### src/logic/addrgen_pkg.sv
/*
  Shared types and constants of the vector address generator.
  Address, stride, element count, byte count and AXI field types,
  page and burst limits, and the controller state encoding.
*/
package addrgen_pkg;

  //////////////////////////////////////////////////////////////////////
  // Widths
  //////////////////////////////////////////////////////////////////////

  localparam int unsigned AddrWidth = 32;

  typedef logic [AddrWidth-1:0] addr_t;
  // Two's complement byte stride
  typedef logic [AddrWidth-1:0] stride_t;
  typedef logic [15:0]          vl_t;
  // Enough for a 16-bit vl of 8-byte elements
  typedef logic [18:0]          bytes_t;
  // AXI len holds beats minus one
  typedef logic [7:0]           beat_len_t;
  typedef logic [2:0]           size_t;
  // 0 to 3 encode 1, 2, 4 and 8 byte elements
  typedef logic [1:0]           sew_t;

  //////////////////////////////////////////////////////////////////////
  // Burst limits
  //////////////////////////////////////////////////////////////////////

  // 4 KiB pages
  localparam int unsigned PageBits      = 12;
  localparam int unsigned MaxBurstBeats = 256;

  //////////////////////////////////////////////////////////////////////
  // Controller FSM
  //////////////////////////////////////////////////////////////////////

  typedef enum logic [1:0] {
    IDLE,
    UNIT,
    STRIDED
  } ctrl_state_e;

endpackage

### src/logic/burst_if.sv
/*
  Burst planning link between controller and planner.
  The controller asks with an address and a byte count, the
  planner answers with one page-bounded burst and what is left.
*/
`timescale 1ns/1ps

interface burst_if;
  import addrgen_pkg::*;

  addr_t     cur_addr;
  bytes_t    rem_bytes;
  addr_t     start_addr;
  beat_len_t beats;
  addr_t     next_addr;
  bytes_t    next_rem;

  modport ctrl (output cur_addr, rem_bytes, input start_addr, beats, next_addr, next_rem);
  modport planner (input cur_addr, rem_bytes, output start_addr, beats, next_addr, next_rem);

endinterface

### src/logic/lsu_req_if.sv
/*
  Request queue link between controller and address queue.
  Carries the pushed entry one way and the queue status back.
*/
`timescale 1ns/1ps

interface lsu_req_if;
  import addrgen_pkg::*;

  logic      push;
  addr_t     addr;
  beat_len_t len;
  size_t     size;
  logic      is_load;
  logic      full;
  logic      empty;
  logic      head_is_load;

  modport ctrl (output push, addr, len, size, is_load, input full, empty, head_is_load);
  modport queue (input push, addr, len, size, is_load, output full, empty, head_is_load);

endinterface

### src/logic/burst_planner.sv
/*
  Combinational burst planner.
  Aligns the address to the bus, limits the burst to the page end,
  to the maximum AXI length and to the bytes still needed.
*/
`timescale 1ns/1ps

module burst_planner #(
  parameter int unsigned BusBytesLog2 = 3
) (
  burst_if.planner burst
);
  import addrgen_pkg::*;

  localparam int unsigned BusBytes = 1 << BusBytesLog2;
  // One bit of headroom over the byte count for rounding up
  localparam int unsigned CntW     = $bits(bytes_t) + 1;

  addr_t                 start;
  logic [BusBytesLog2-1:0] cur_off;
  logic [PageBits:0]     page_bytes;
  logic [CntW-1:0]       page_beats;
  logic [CntW-1:0]       span_bytes;
  logic [CntW-1:0]       need_beats;
  logic [CntW-1:0]       sel_beats;
  logic [CntW-1:0]       covered;

  always_comb begin
    cur_off = burst.cur_addr[BusBytesLog2-1:0];
    start   = {burst.cur_addr[AddrWidth-1:BusBytesLog2], {BusBytesLog2{1'b0}}};

    // Beats left until the 4 KiB boundary
    page_bytes = (PageBits+1)'(1 << PageBits) - {1'b0, start[PageBits-1:0]};
    page_beats = CntW'(page_bytes >> BusBytesLog2);

    // Beats covering the misaligned head plus the remaining bytes, rounded up
    span_bytes = CntW'(burst.rem_bytes) + CntW'(cur_off) + CntW'(BusBytes - 1);
    need_beats = span_bytes >> BusBytesLog2;

    sel_beats = page_beats;
    if (CntW'(MaxBurstBeats) < sel_beats) begin
      sel_beats = CntW'(MaxBurstBeats);
    end
    if (need_beats < sel_beats) begin
      sel_beats = need_beats;
    end
    // An empty instruction still issues a single beat
    if (sel_beats == '0) begin
      sel_beats = CntW'(1);
    end

    // Bytes from cur_addr up to the end of this burst
    covered = (sel_beats << BusBytesLog2) - CntW'(cur_off);

    burst.start_addr = start;
    burst.beats      = beat_len_t'(sel_beats - CntW'(1));
    burst.next_addr  = start + addr_t'(sel_beats << BusBytesLog2);
    if (CntW'(burst.rem_bytes) > covered) begin
      burst.next_rem = bytes_t'(CntW'(burst.rem_bytes) - covered);
    end else begin
      burst.next_rem = '0;
    end
  end

endmodule

### src/logic/addr_queue.sv
/*
  Queue of issued address requests for the load/store unit.
  Circular buffer with read and write pointers and a fill count,
  and the direction of the head entry for the issue rule.
*/
`timescale 1ns/1ps

module addr_queue #(
  parameter int unsigned QueueDepth = 4
) (
  input  logic                   clk_i,
  input  logic                   rst_ni,
  lsu_req_if.queue               lsu_req,
  output logic                   lsu_valid_o,
  input  logic                   lsu_ready_i,
  output addrgen_pkg::addr_t     lsu_addr_o,
  output addrgen_pkg::beat_len_t lsu_len_o,
  output addrgen_pkg::size_t     lsu_size_o,
  output logic                   lsu_is_load_o
);
  import addrgen_pkg::*;

  localparam int unsigned PtrW = (QueueDepth > 1) ? $clog2(QueueDepth) : 1;
  localparam int unsigned CntW = $clog2(QueueDepth + 1);

  addr_t     addr_mem [QueueDepth];
  beat_len_t len_mem [QueueDepth];
  size_t     size_mem [QueueDepth];
  logic      load_mem [QueueDepth];

  logic [PtrW-1:0] wr_ptr_q, rd_ptr_q;
  logic [CntW-1:0] count_q;
  logic            pop;

  assign lsu_valid_o = (count_q != '0);
  assign pop         = lsu_valid_o && lsu_ready_i;

  assign lsu_req.full         = (count_q == CntW'(QueueDepth));
  assign lsu_req.empty        = (count_q == '0);
  assign lsu_req.head_is_load = load_mem[rd_ptr_q];

  assign lsu_addr_o    = addr_mem[rd_ptr_q];
  assign lsu_len_o     = len_mem[rd_ptr_q];
  assign lsu_size_o    = size_mem[rd_ptr_q];
  assign lsu_is_load_o = load_mem[rd_ptr_q];

  always_ff @(posedge clk_i or negedge rst_ni) begin
    if (!rst_ni) begin
      wr_ptr_q <= '0;
      rd_ptr_q <= '0;
      count_q  <= '0;
    end else begin
      if (lsu_req.push) begin
        wr_ptr_q <= (wr_ptr_q == PtrW'(QueueDepth - 1)) ? '0 : wr_ptr_q + PtrW'(1);
      end
      if (pop) begin
        rd_ptr_q <= (rd_ptr_q == PtrW'(QueueDepth - 1)) ? '0 : rd_ptr_q + PtrW'(1);
      end
      count_q <= count_q + CntW'(lsu_req.push) - CntW'(pop);
    end
  end

  always_ff @(posedge clk_i) begin
    if (lsu_req.push) begin
      addr_mem[wr_ptr_q] <= lsu_req.addr;
      len_mem[wr_ptr_q]  <= lsu_req.len;
      size_mem[wr_ptr_q] <= lsu_req.size;
      load_mem[wr_ptr_q] <= lsu_req.is_load;
    end
  end

  // The controller must hold off while the queue is full
  assert property (@(posedge clk_i) disable iff (!rst_ni) lsu_req.push |-> !lsu_req.full);

endmodule

### src/logic/addrgen_ctrl.sv
/*
  Address generator controller.
  Accepts one vector load or store, then issues AR or AW requests,
  one burst per cycle for unit stride or one element per cycle
  for strided access, and copies each request into the LSU queue.
*/
`timescale 1ns/1ps

module addrgen_ctrl #(
  parameter int unsigned BusBytesLog2 = 3
) (
  input  logic                  clk_i,
  input  logic                  rst_ni,
  // Instruction
  input  logic                  req_valid_i,
  output logic                  req_ready_o,
  input  logic                  req_is_load_i,
  input  logic                  req_is_strided_i,
  input  addrgen_pkg::addr_t    req_base_addr_i,
  input  addrgen_pkg::stride_t  req_stride_i,
  input  addrgen_pkg::vl_t      req_vl_i,
  input  addrgen_pkg::sew_t     req_sew_i,
  // Read address channel
  output logic                  ar_valid_o,
  input  logic                  ar_ready_i,
  output addrgen_pkg::addr_t    ar_addr_o,
  output addrgen_pkg::beat_len_t ar_len_o,
  output addrgen_pkg::size_t    ar_size_o,
  // Write address channel
  output logic                  aw_valid_o,
  input  logic                  aw_ready_i,
  output addrgen_pkg::addr_t    aw_addr_o,
  output addrgen_pkg::beat_len_t aw_len_o,
  output addrgen_pkg::size_t    aw_size_o,
  burst_if.ctrl                 burst,
  lsu_req_if.ctrl               lsu_req
);
  import addrgen_pkg::*;

  ctrl_state_e state_q, state_d;

  logic      is_load_q;
  sew_t      sew_q;
  stride_t   stride_q;
  vl_t       vl_q;
  vl_t       elem_cnt_q;
  addr_t     cur_addr_q;
  bytes_t    rem_q;

  logic      accept;
  logic      dir_ok;
  logic      ax_ready;
  logic      issue;
  logic      last_elem;
  addr_t     req_addr;
  beat_len_t req_len;
  size_t     req_size;

  assign req_ready_o = (state_q == IDLE);
  assign accept      = req_valid_i && req_ready_o;

  assign burst.cur_addr  = cur_addr_q;
  assign burst.rem_bytes = rem_q;

  //////////////////////////////////////////////////////////////////////
  // Issue rule
  //////////////////////////////////////////////////////////////////////

  // Loads and stores never share the queue
  assign dir_ok    = lsu_req.empty || (lsu_req.head_is_load == is_load_q);
  assign ax_ready  = is_load_q ? ar_ready_i : aw_ready_i;
  assign issue     = (state_q != IDLE) && !lsu_req.full && dir_ok && ax_ready;
  assign last_elem = ({1'b0, elem_cnt_q} + 17'd1) >= {1'b0, vl_q};

  always_comb begin
    if (state_q == UNIT) begin
      req_addr = burst.start_addr;
      req_len  = burst.beats;
      req_size = size_t'(BusBytesLog2);
    end else begin
      req_addr = cur_addr_q;
      req_len  = '0;
      req_size = size_t'(sew_q);
    end
  end

  assign ar_valid_o = issue && is_load_q;
  assign ar_addr_o  = req_addr;
  assign ar_len_o   = req_len;
  assign ar_size_o  = req_size;
  assign aw_valid_o = issue && !is_load_q;
  assign aw_addr_o  = req_addr;
  assign aw_len_o   = req_len;
  assign aw_size_o  = req_size;

  assign lsu_req.push    = issue;
  assign lsu_req.addr    = req_addr;
  assign lsu_req.len     = req_len;
  assign lsu_req.size    = req_size;
  assign lsu_req.is_load = is_load_q;

  //////////////////////////////////////////////////////////////////////
  // FSM
  //////////////////////////////////////////////////////////////////////

  always_comb begin
    state_d = state_q;
    case (state_q)
      IDLE: begin
        if (req_valid_i) begin
          state_d = req_is_strided_i ? STRIDED : UNIT;
        end
      end
      UNIT: begin
        if (issue && (burst.next_rem == '0)) begin
          state_d = IDLE;
        end
      end
      STRIDED: begin
        if (issue && last_elem) begin
          state_d = IDLE;
        end
      end
      default: state_d = IDLE;
    endcase
  end

  always_ff @(posedge clk_i or negedge rst_ni) begin
    if (!rst_ni) begin
      state_q    <= IDLE;
      elem_cnt_q <= '0;
    end else begin
      state_q <= state_d;
      if (accept) begin
        elem_cnt_q <= '0;
      end else if (issue && (state_q == STRIDED)) begin
        elem_cnt_q <= elem_cnt_q + vl_t'(1);
      end
    end
  end

  // Instruction payload and address stepping
  always_ff @(posedge clk_i) begin
    if (accept) begin
      is_load_q  <= req_is_load_i;
      sew_q      <= req_sew_i;
      stride_q   <= req_stride_i;
      vl_q       <= req_vl_i;
      cur_addr_q <= req_base_addr_i;
      rem_q      <= bytes_t'(req_vl_i) << req_sew_i;
    end else if (issue) begin
      if (state_q == UNIT) begin
        cur_addr_q <= burst.next_addr;
        rem_q      <= burst.next_rem;
      end else begin
        cur_addr_q <= cur_addr_q + stride_q;
      end
    end
  end

  // A unit-stride burst never runs past the end of its 4 KiB page
  assert property (@(posedge clk_i) disable iff (!rst_ni)
    (issue && (state_q == UNIT)) |->
      (32'(burst.start_addr[PageBits-1:0]) + ((32'(burst.beats) + 32'd1) << BusBytesLog2)
        <= (32'd1 << PageBits)));

endmodule

### src/logic/addrgen_top.sv
/*
  Vector memory address generator top level.
  Joins the controller, burst planner and LSU address queue.
*/
`timescale 1ns/1ps

module addrgen_top #(
  parameter int unsigned BusBytesLog2 = 3,
  parameter int unsigned QueueDepth   = 4
) (
  input  logic                   clk_i,
  input  logic                   rst_ni,
  // Instruction
  input  logic                   req_valid_i,
  output logic                   req_ready_o,
  input  logic                   req_is_load_i,
  input  logic                   req_is_strided_i,
  input  addrgen_pkg::addr_t     req_base_addr_i,
  input  addrgen_pkg::stride_t   req_stride_i,
  input  addrgen_pkg::vl_t       req_vl_i,
  input  addrgen_pkg::sew_t      req_sew_i,
  // Read address channel
  output logic                   ar_valid_o,
  input  logic                   ar_ready_i,
  output addrgen_pkg::addr_t     ar_addr_o,
  output addrgen_pkg::beat_len_t ar_len_o,
  output addrgen_pkg::size_t     ar_size_o,
  // Write address channel
  output logic                   aw_valid_o,
  input  logic                   aw_ready_i,
  output addrgen_pkg::addr_t     aw_addr_o,
  output addrgen_pkg::beat_len_t aw_len_o,
  output addrgen_pkg::size_t     aw_size_o,
  // Load/store unit queue
  output logic                   lsu_valid_o,
  input  logic                   lsu_ready_i,
  output addrgen_pkg::addr_t     lsu_addr_o,
  output addrgen_pkg::beat_len_t lsu_len_o,
  output addrgen_pkg::size_t     lsu_size_o,
  output logic                   lsu_is_load_o
);

  burst_if   burst_if_i ();
  lsu_req_if lsu_req_if_i ();

  addrgen_ctrl #(
    .BusBytesLog2(BusBytesLog2)
  ) ctrl_i (
    .clk_i, .rst_ni,
    .req_valid_i, .req_ready_o, .req_is_load_i, .req_is_strided_i,
    .req_base_addr_i, .req_stride_i, .req_vl_i, .req_sew_i,
    .ar_valid_o, .ar_ready_i, .ar_addr_o, .ar_len_o, .ar_size_o,
    .aw_valid_o, .aw_ready_i, .aw_addr_o, .aw_len_o, .aw_size_o,
    .burst  (burst_if_i.ctrl),
    .lsu_req(lsu_req_if_i.ctrl)
  );

  burst_planner #(
    .BusBytesLog2(BusBytesLog2)
  ) planner_i (
    .burst(burst_if_i.planner)
  );

  addr_queue #(
    .QueueDepth(QueueDepth)
  ) queue_i (
    .clk_i, .rst_ni,
    .lsu_req(lsu_req_if_i.queue),
    .lsu_valid_o, .lsu_ready_i, .lsu_addr_o, .lsu_len_o, .lsu_size_o, .lsu_is_load_o
  );

endmodule

### config.mk
export PLATFORM = sky130hd
export DESIGN_NAME = addrgen_top
export DESIGN_NICKNAME = d
export VERILOG_FILES = /design/src/logic/addrgen_pkg.sv /design/src/logic/burst_if.sv /design/src/logic/lsu_req_if.sv /design/src/logic/burst_planner.sv /design/src/logic/addr_queue.sv /design/src/logic/addrgen_ctrl.sv /design/src/logic/addrgen_top.sv
export SDC_FILE = /design/constraint.sdc
export NUM_CORES = 1
export LEC_CHECK = 0
export BUFFER_PORTS_ARGS = -buffer_cell sky130_fd_sc_hd__buf_2
export CAP_MARGIN = 20
export CORE_MARGIN = 8
export CORE_UTILIZATION = 40
export DETAILED_ROUTE_END_ITERATION = 12
export PLACE_DENSITY = 0.71
export SETUP_SLACK_MARGIN = 0.2
export SYNTH_ARGS = -nofsm -noshare
export SYNTH_HDL_FRONTEND = slang
export SYNTH_HIERARCHICAL = 1
export SYNTH_SLANG_ARGS = --single-unit
### constraint.sdc
create_clock -name clk_i -period 8.1 [get_ports clk_i]
set_input_delay 0.81 -clock clk_i [delete_from_list [all_inputs] [get_ports clk_i]]
set_output_delay 0.81 -clock clk_i [all_outputs]
set_load 0.005 [all_outputs]
==> flow_summary.json <==
{
  "status": "finished, final reports clean",
  "fin_util_pct": 45.48,
  "timing.final.crit_share_pct": 92.84,
  "ir_drop_uv": 153.1,
  "path_max_fanout": 6,
  "r2r_end": "ctrl_i/state_q[0]",
  "wl_per_cell_microns": 20.78,
  "synth_commonest_cells": "edfxtp_1 (278), nand2_1 (248), buf_4 (123)",
  "synth.area.top_cells": "edfxtp_1 (44%), ha_1 (7.1%), nand2_1 (4.9%)",
  "finalClockSkew_ns": 0.02539,
  "relSlewSlack_pct": 31.04,
  "setup_viol": 0,
  "vias": 14150,
  "syn_area_sq_um": 19170,
  "synth-async-reset-ratio_pct": 8.251,
  "synth.top_cell.area_share_pct": 43.55,
  "syn_avg_cell_area_sq_um": 10.78,
  "ys_seq_area_share_pct": 46.82,
  "syn_inst": 1778,
  "period_needed_ns": 7.520,
  "viasPerCell": 5.513,
  "portBuffers": 221,
  "ys_warn_count": 6,
  "p_leak_uw": 0.008744,
  "cts_tree": "yes",
  "power_uw": 7387,
  "track_usage_pct": 18.74,
  "slew_violations": 0,
  "final_cell_area_sq_um": 21620,
  "ant_nets": 0,
  "ff2ff_setup_slack_ns": 0.58,
  "num_rows": 80,
  "grt_pass1_wl_microns": 82060,
  "clkSinkCount": 303,
  "tightest_slew_ns": 1.034,
  "area_delta_synth_final_pct": 12.81,
  "clk_pin_slew_ns": 0.06,
  "drive_gt1_share_pct": 22.21,
  "fill_cells": 4422,
  "cp-start-kind": "flip-flop",
  "ctsHoldBuffers": 0,
  "tns_ns": 0,
  "postPlaceCellArea_sq_um": 20240,
  "clockBufferDepth": 3,
  "clock_latency_ns": 0.56,
  "r2r_cells": 36,
  "ys_ff_latch": 303,
  "yosys_most_used_dff": "edfxtp_1",
  "yosys.area.top_type": "edfxtp_1",
  "finalNonFillerCells": 2567,
  "dieWidth_microns": 234.9,
  "grt_overflow": 0,
  "drtPass1Iterations": 6,
  "drc_errors": 0,
  "synth_cell_types": 92,
  "rr_startpoint": "ctrl_i/burst.cur_addr[1]",
  "synth_edf_count": 278,
  "gp_congestion": 0.9105,
  "hold_viol_final": 0,
  "grt_pass1_vias": 13940,
  "power_density_nw_per_um2": 341.6,
  "routed_wl_microns": 53340,
  "timing.fmax_ghz": 0.1330,
  "crit_type": "flip-flop to flip-flop",
  "maxCapViolCount": 0,
  "ios": 224,
  "min_path_type": "primary input to asynchronous set/reset pin",
  "cp_common_cell": "ha_1",
  "fin_nets": 2127,
  "start_util_pct": 40.31,
  "cp_data_required_time_ns": 8.52,
  "yosysMostFrequentCell": "edfxtp_1",
  "cts_buffers": 36,
  "fp.dieH_microns": 234.9,
  "rsz0062_at_grt": "no",
  "hpwl_microns": 39750,
  "dp_cells": 2491,
  "crit_path_end_kind": "flip-flop",
  "grt_max_degree": 75,
  "h-tree-depth": 2,
  "cpMaxStageDelayCell": "o41a_1",
  "cp.arrival_ns": 7.94,
  "antenna_found_initial": 3,
  "drtIter0Drc": 1261,
  "cp_slowest_stage_delay_ns": 0.46,
  "core_area_sq_um": 47550,
  "cts-root-buf": "clkbuf_16",
  "dieArea_sq_um": 55180
}
area by class of cell:
cell class / instances / area (sq um) / share of cell area (%)
clock buffer: 50 / 993.5 / 4.595
timing repair buffer: 274 / 1545 / 7.147
tap: 615 / 769.5 / 3.559
clock inverter: 14 / 158.9 / 0.7349
antenna: 2 / 5.005 / 0.02315
sequential: 303 / 8976 / 41.51
multi-input combinational: 1236 / 8900 / 41.16
inverter: 73 / 274.0 / 1.267
sequential cells by signal, indices dropped and copies added, names as in the netlist:
name,flops
queue_i/addr_mem,128
ctrl_i/burst.cur_addr,32
ctrl_i/stride_q,32
queue_i/len_mem,32
ctrl_i/burst.rem_bytes,19
ctrl_i/elem_cnt_q,16
ctrl_i/vl_q,16
queue_i/size_mem,12
queue_i/load_mem,4
queue_i/count_q,3
ctrl_i/sew_q,2
ctrl_i/state_q,2
queue_i/rd_ptr_q,2
queue_i/wr_ptr_q,2
ctrl_i/lsu_req.is_load,1
layout by cell type, fill, tap and decap left out, drive strengths merged, types with 20 or more instances in the layout:
cell	Yosys	final
edfxtp	278	278
buf	139	273
nand2	248	248
ha	109	109
nor2	103	103
a21oi	98	98
o21ai	97	97
inv	73	75
xnor2	57	57
clkbuf	44	51
mux4	46	46
xor2	44	44
nand3	44	44
nand2b	25	25
dfrtp	25	25
and2	25	25
nor3	23	23
nor2b	23	23
a21o	21	21
conb	3	20
how the worst max path moves through the flow:
| stage | from | end | slack, ns | depth (start not counted) |
|---|---|---|---|---|
| floorplan | ctrl_i/burst.cur_addr[2] | ctrl_i/state_q[0] | 0.25 | 37 |
| global placement | ctrl_i/burst.cur_addr[4] | ctrl_i/state_q[0] | 0.30 | 35 |
| detailed placement | ctrl_i/burst.cur_addr[4] | ctrl_i/state_q[0] | 0.11 | 33 |
| CTS | ctrl_i/burst.cur_addr[1] | ctrl_i/state_q[0] | 0.20 | 37 |
| global route | ctrl_i/burst.cur_addr[2] | ctrl_i/state_q[0] | 0.16 | 36 |
| finish | ctrl_i/burst.cur_addr[1] | ctrl_i/state_q[0] | 0.58 | 36 |
per-layer routing:
metal  vias up  track usage, %  wire, microns  share of wire, %
met5         -               0              9             0.017
met4         2           5.858           1485               2.8
met2       514           29.49          24100                45
met1      6872           25.61          24040                45
met3        84           4.073           3705               6.9
li1       6680               -              -                 -
power by group:
group	leakage, uW	total [uW]	switching [uW]	internal (uW)
Combinational	0.00533	3560	2060	1500
Sequential	0.00286	2250	144	2100
Clock	0.000553	1580	652	930
critical path: cells and delay by family, from the launching register on:
family          cells  cell delay, ns
simple gates       11            1.76
compound gates     14            2.87
xor+xnor            2            0.30
buf+inv             3            0.36
flops               1            0.43
fa+ha+maj           5            1.30
mux                 1            0.36
logic make-up after synthesis:
family | Yosys count | share of synthesized area (%)
multiplexers | 68 | 6.743
AO/OA/AOI/OAI | 358 | 12.15
other | 3 | 0.05875
AND/OR/NAND/NOR | 576 | 14.20
buffers and inverters | 256 | 7.886
adder cells (fa/ha/maj) | 113 | 7.533
flip-flops | 303 | 46.82
XOR/XNOR | 101 | 4.615
through the flow:
step / hold slack (ns) / worst slack (ns)
final: 0.2850 / 0.5800
after global routing: 0.3309 / 0.1622
after CTS: 0.2887 / 0.2006
after detailed placement: 0.5389 / 0.1113
after global placement: 0.5216 / 0.3033
after floorplan: 0.4961 / 0.2467
timing repair:
| action | in CTS | in global routing |
|---|---|---|
| resized for setup | 3 | 26 |
| gates cloned | 0 | 2 |
| endpoints found under the hold margin | 0 | 0 |
| setup endpoints to repair | 1 | 1 |
| buffers inserted | 0 | 8 |
| pin swaps | 1 | 14 |
Note: power is estimated with default switching activity, not from simulation.
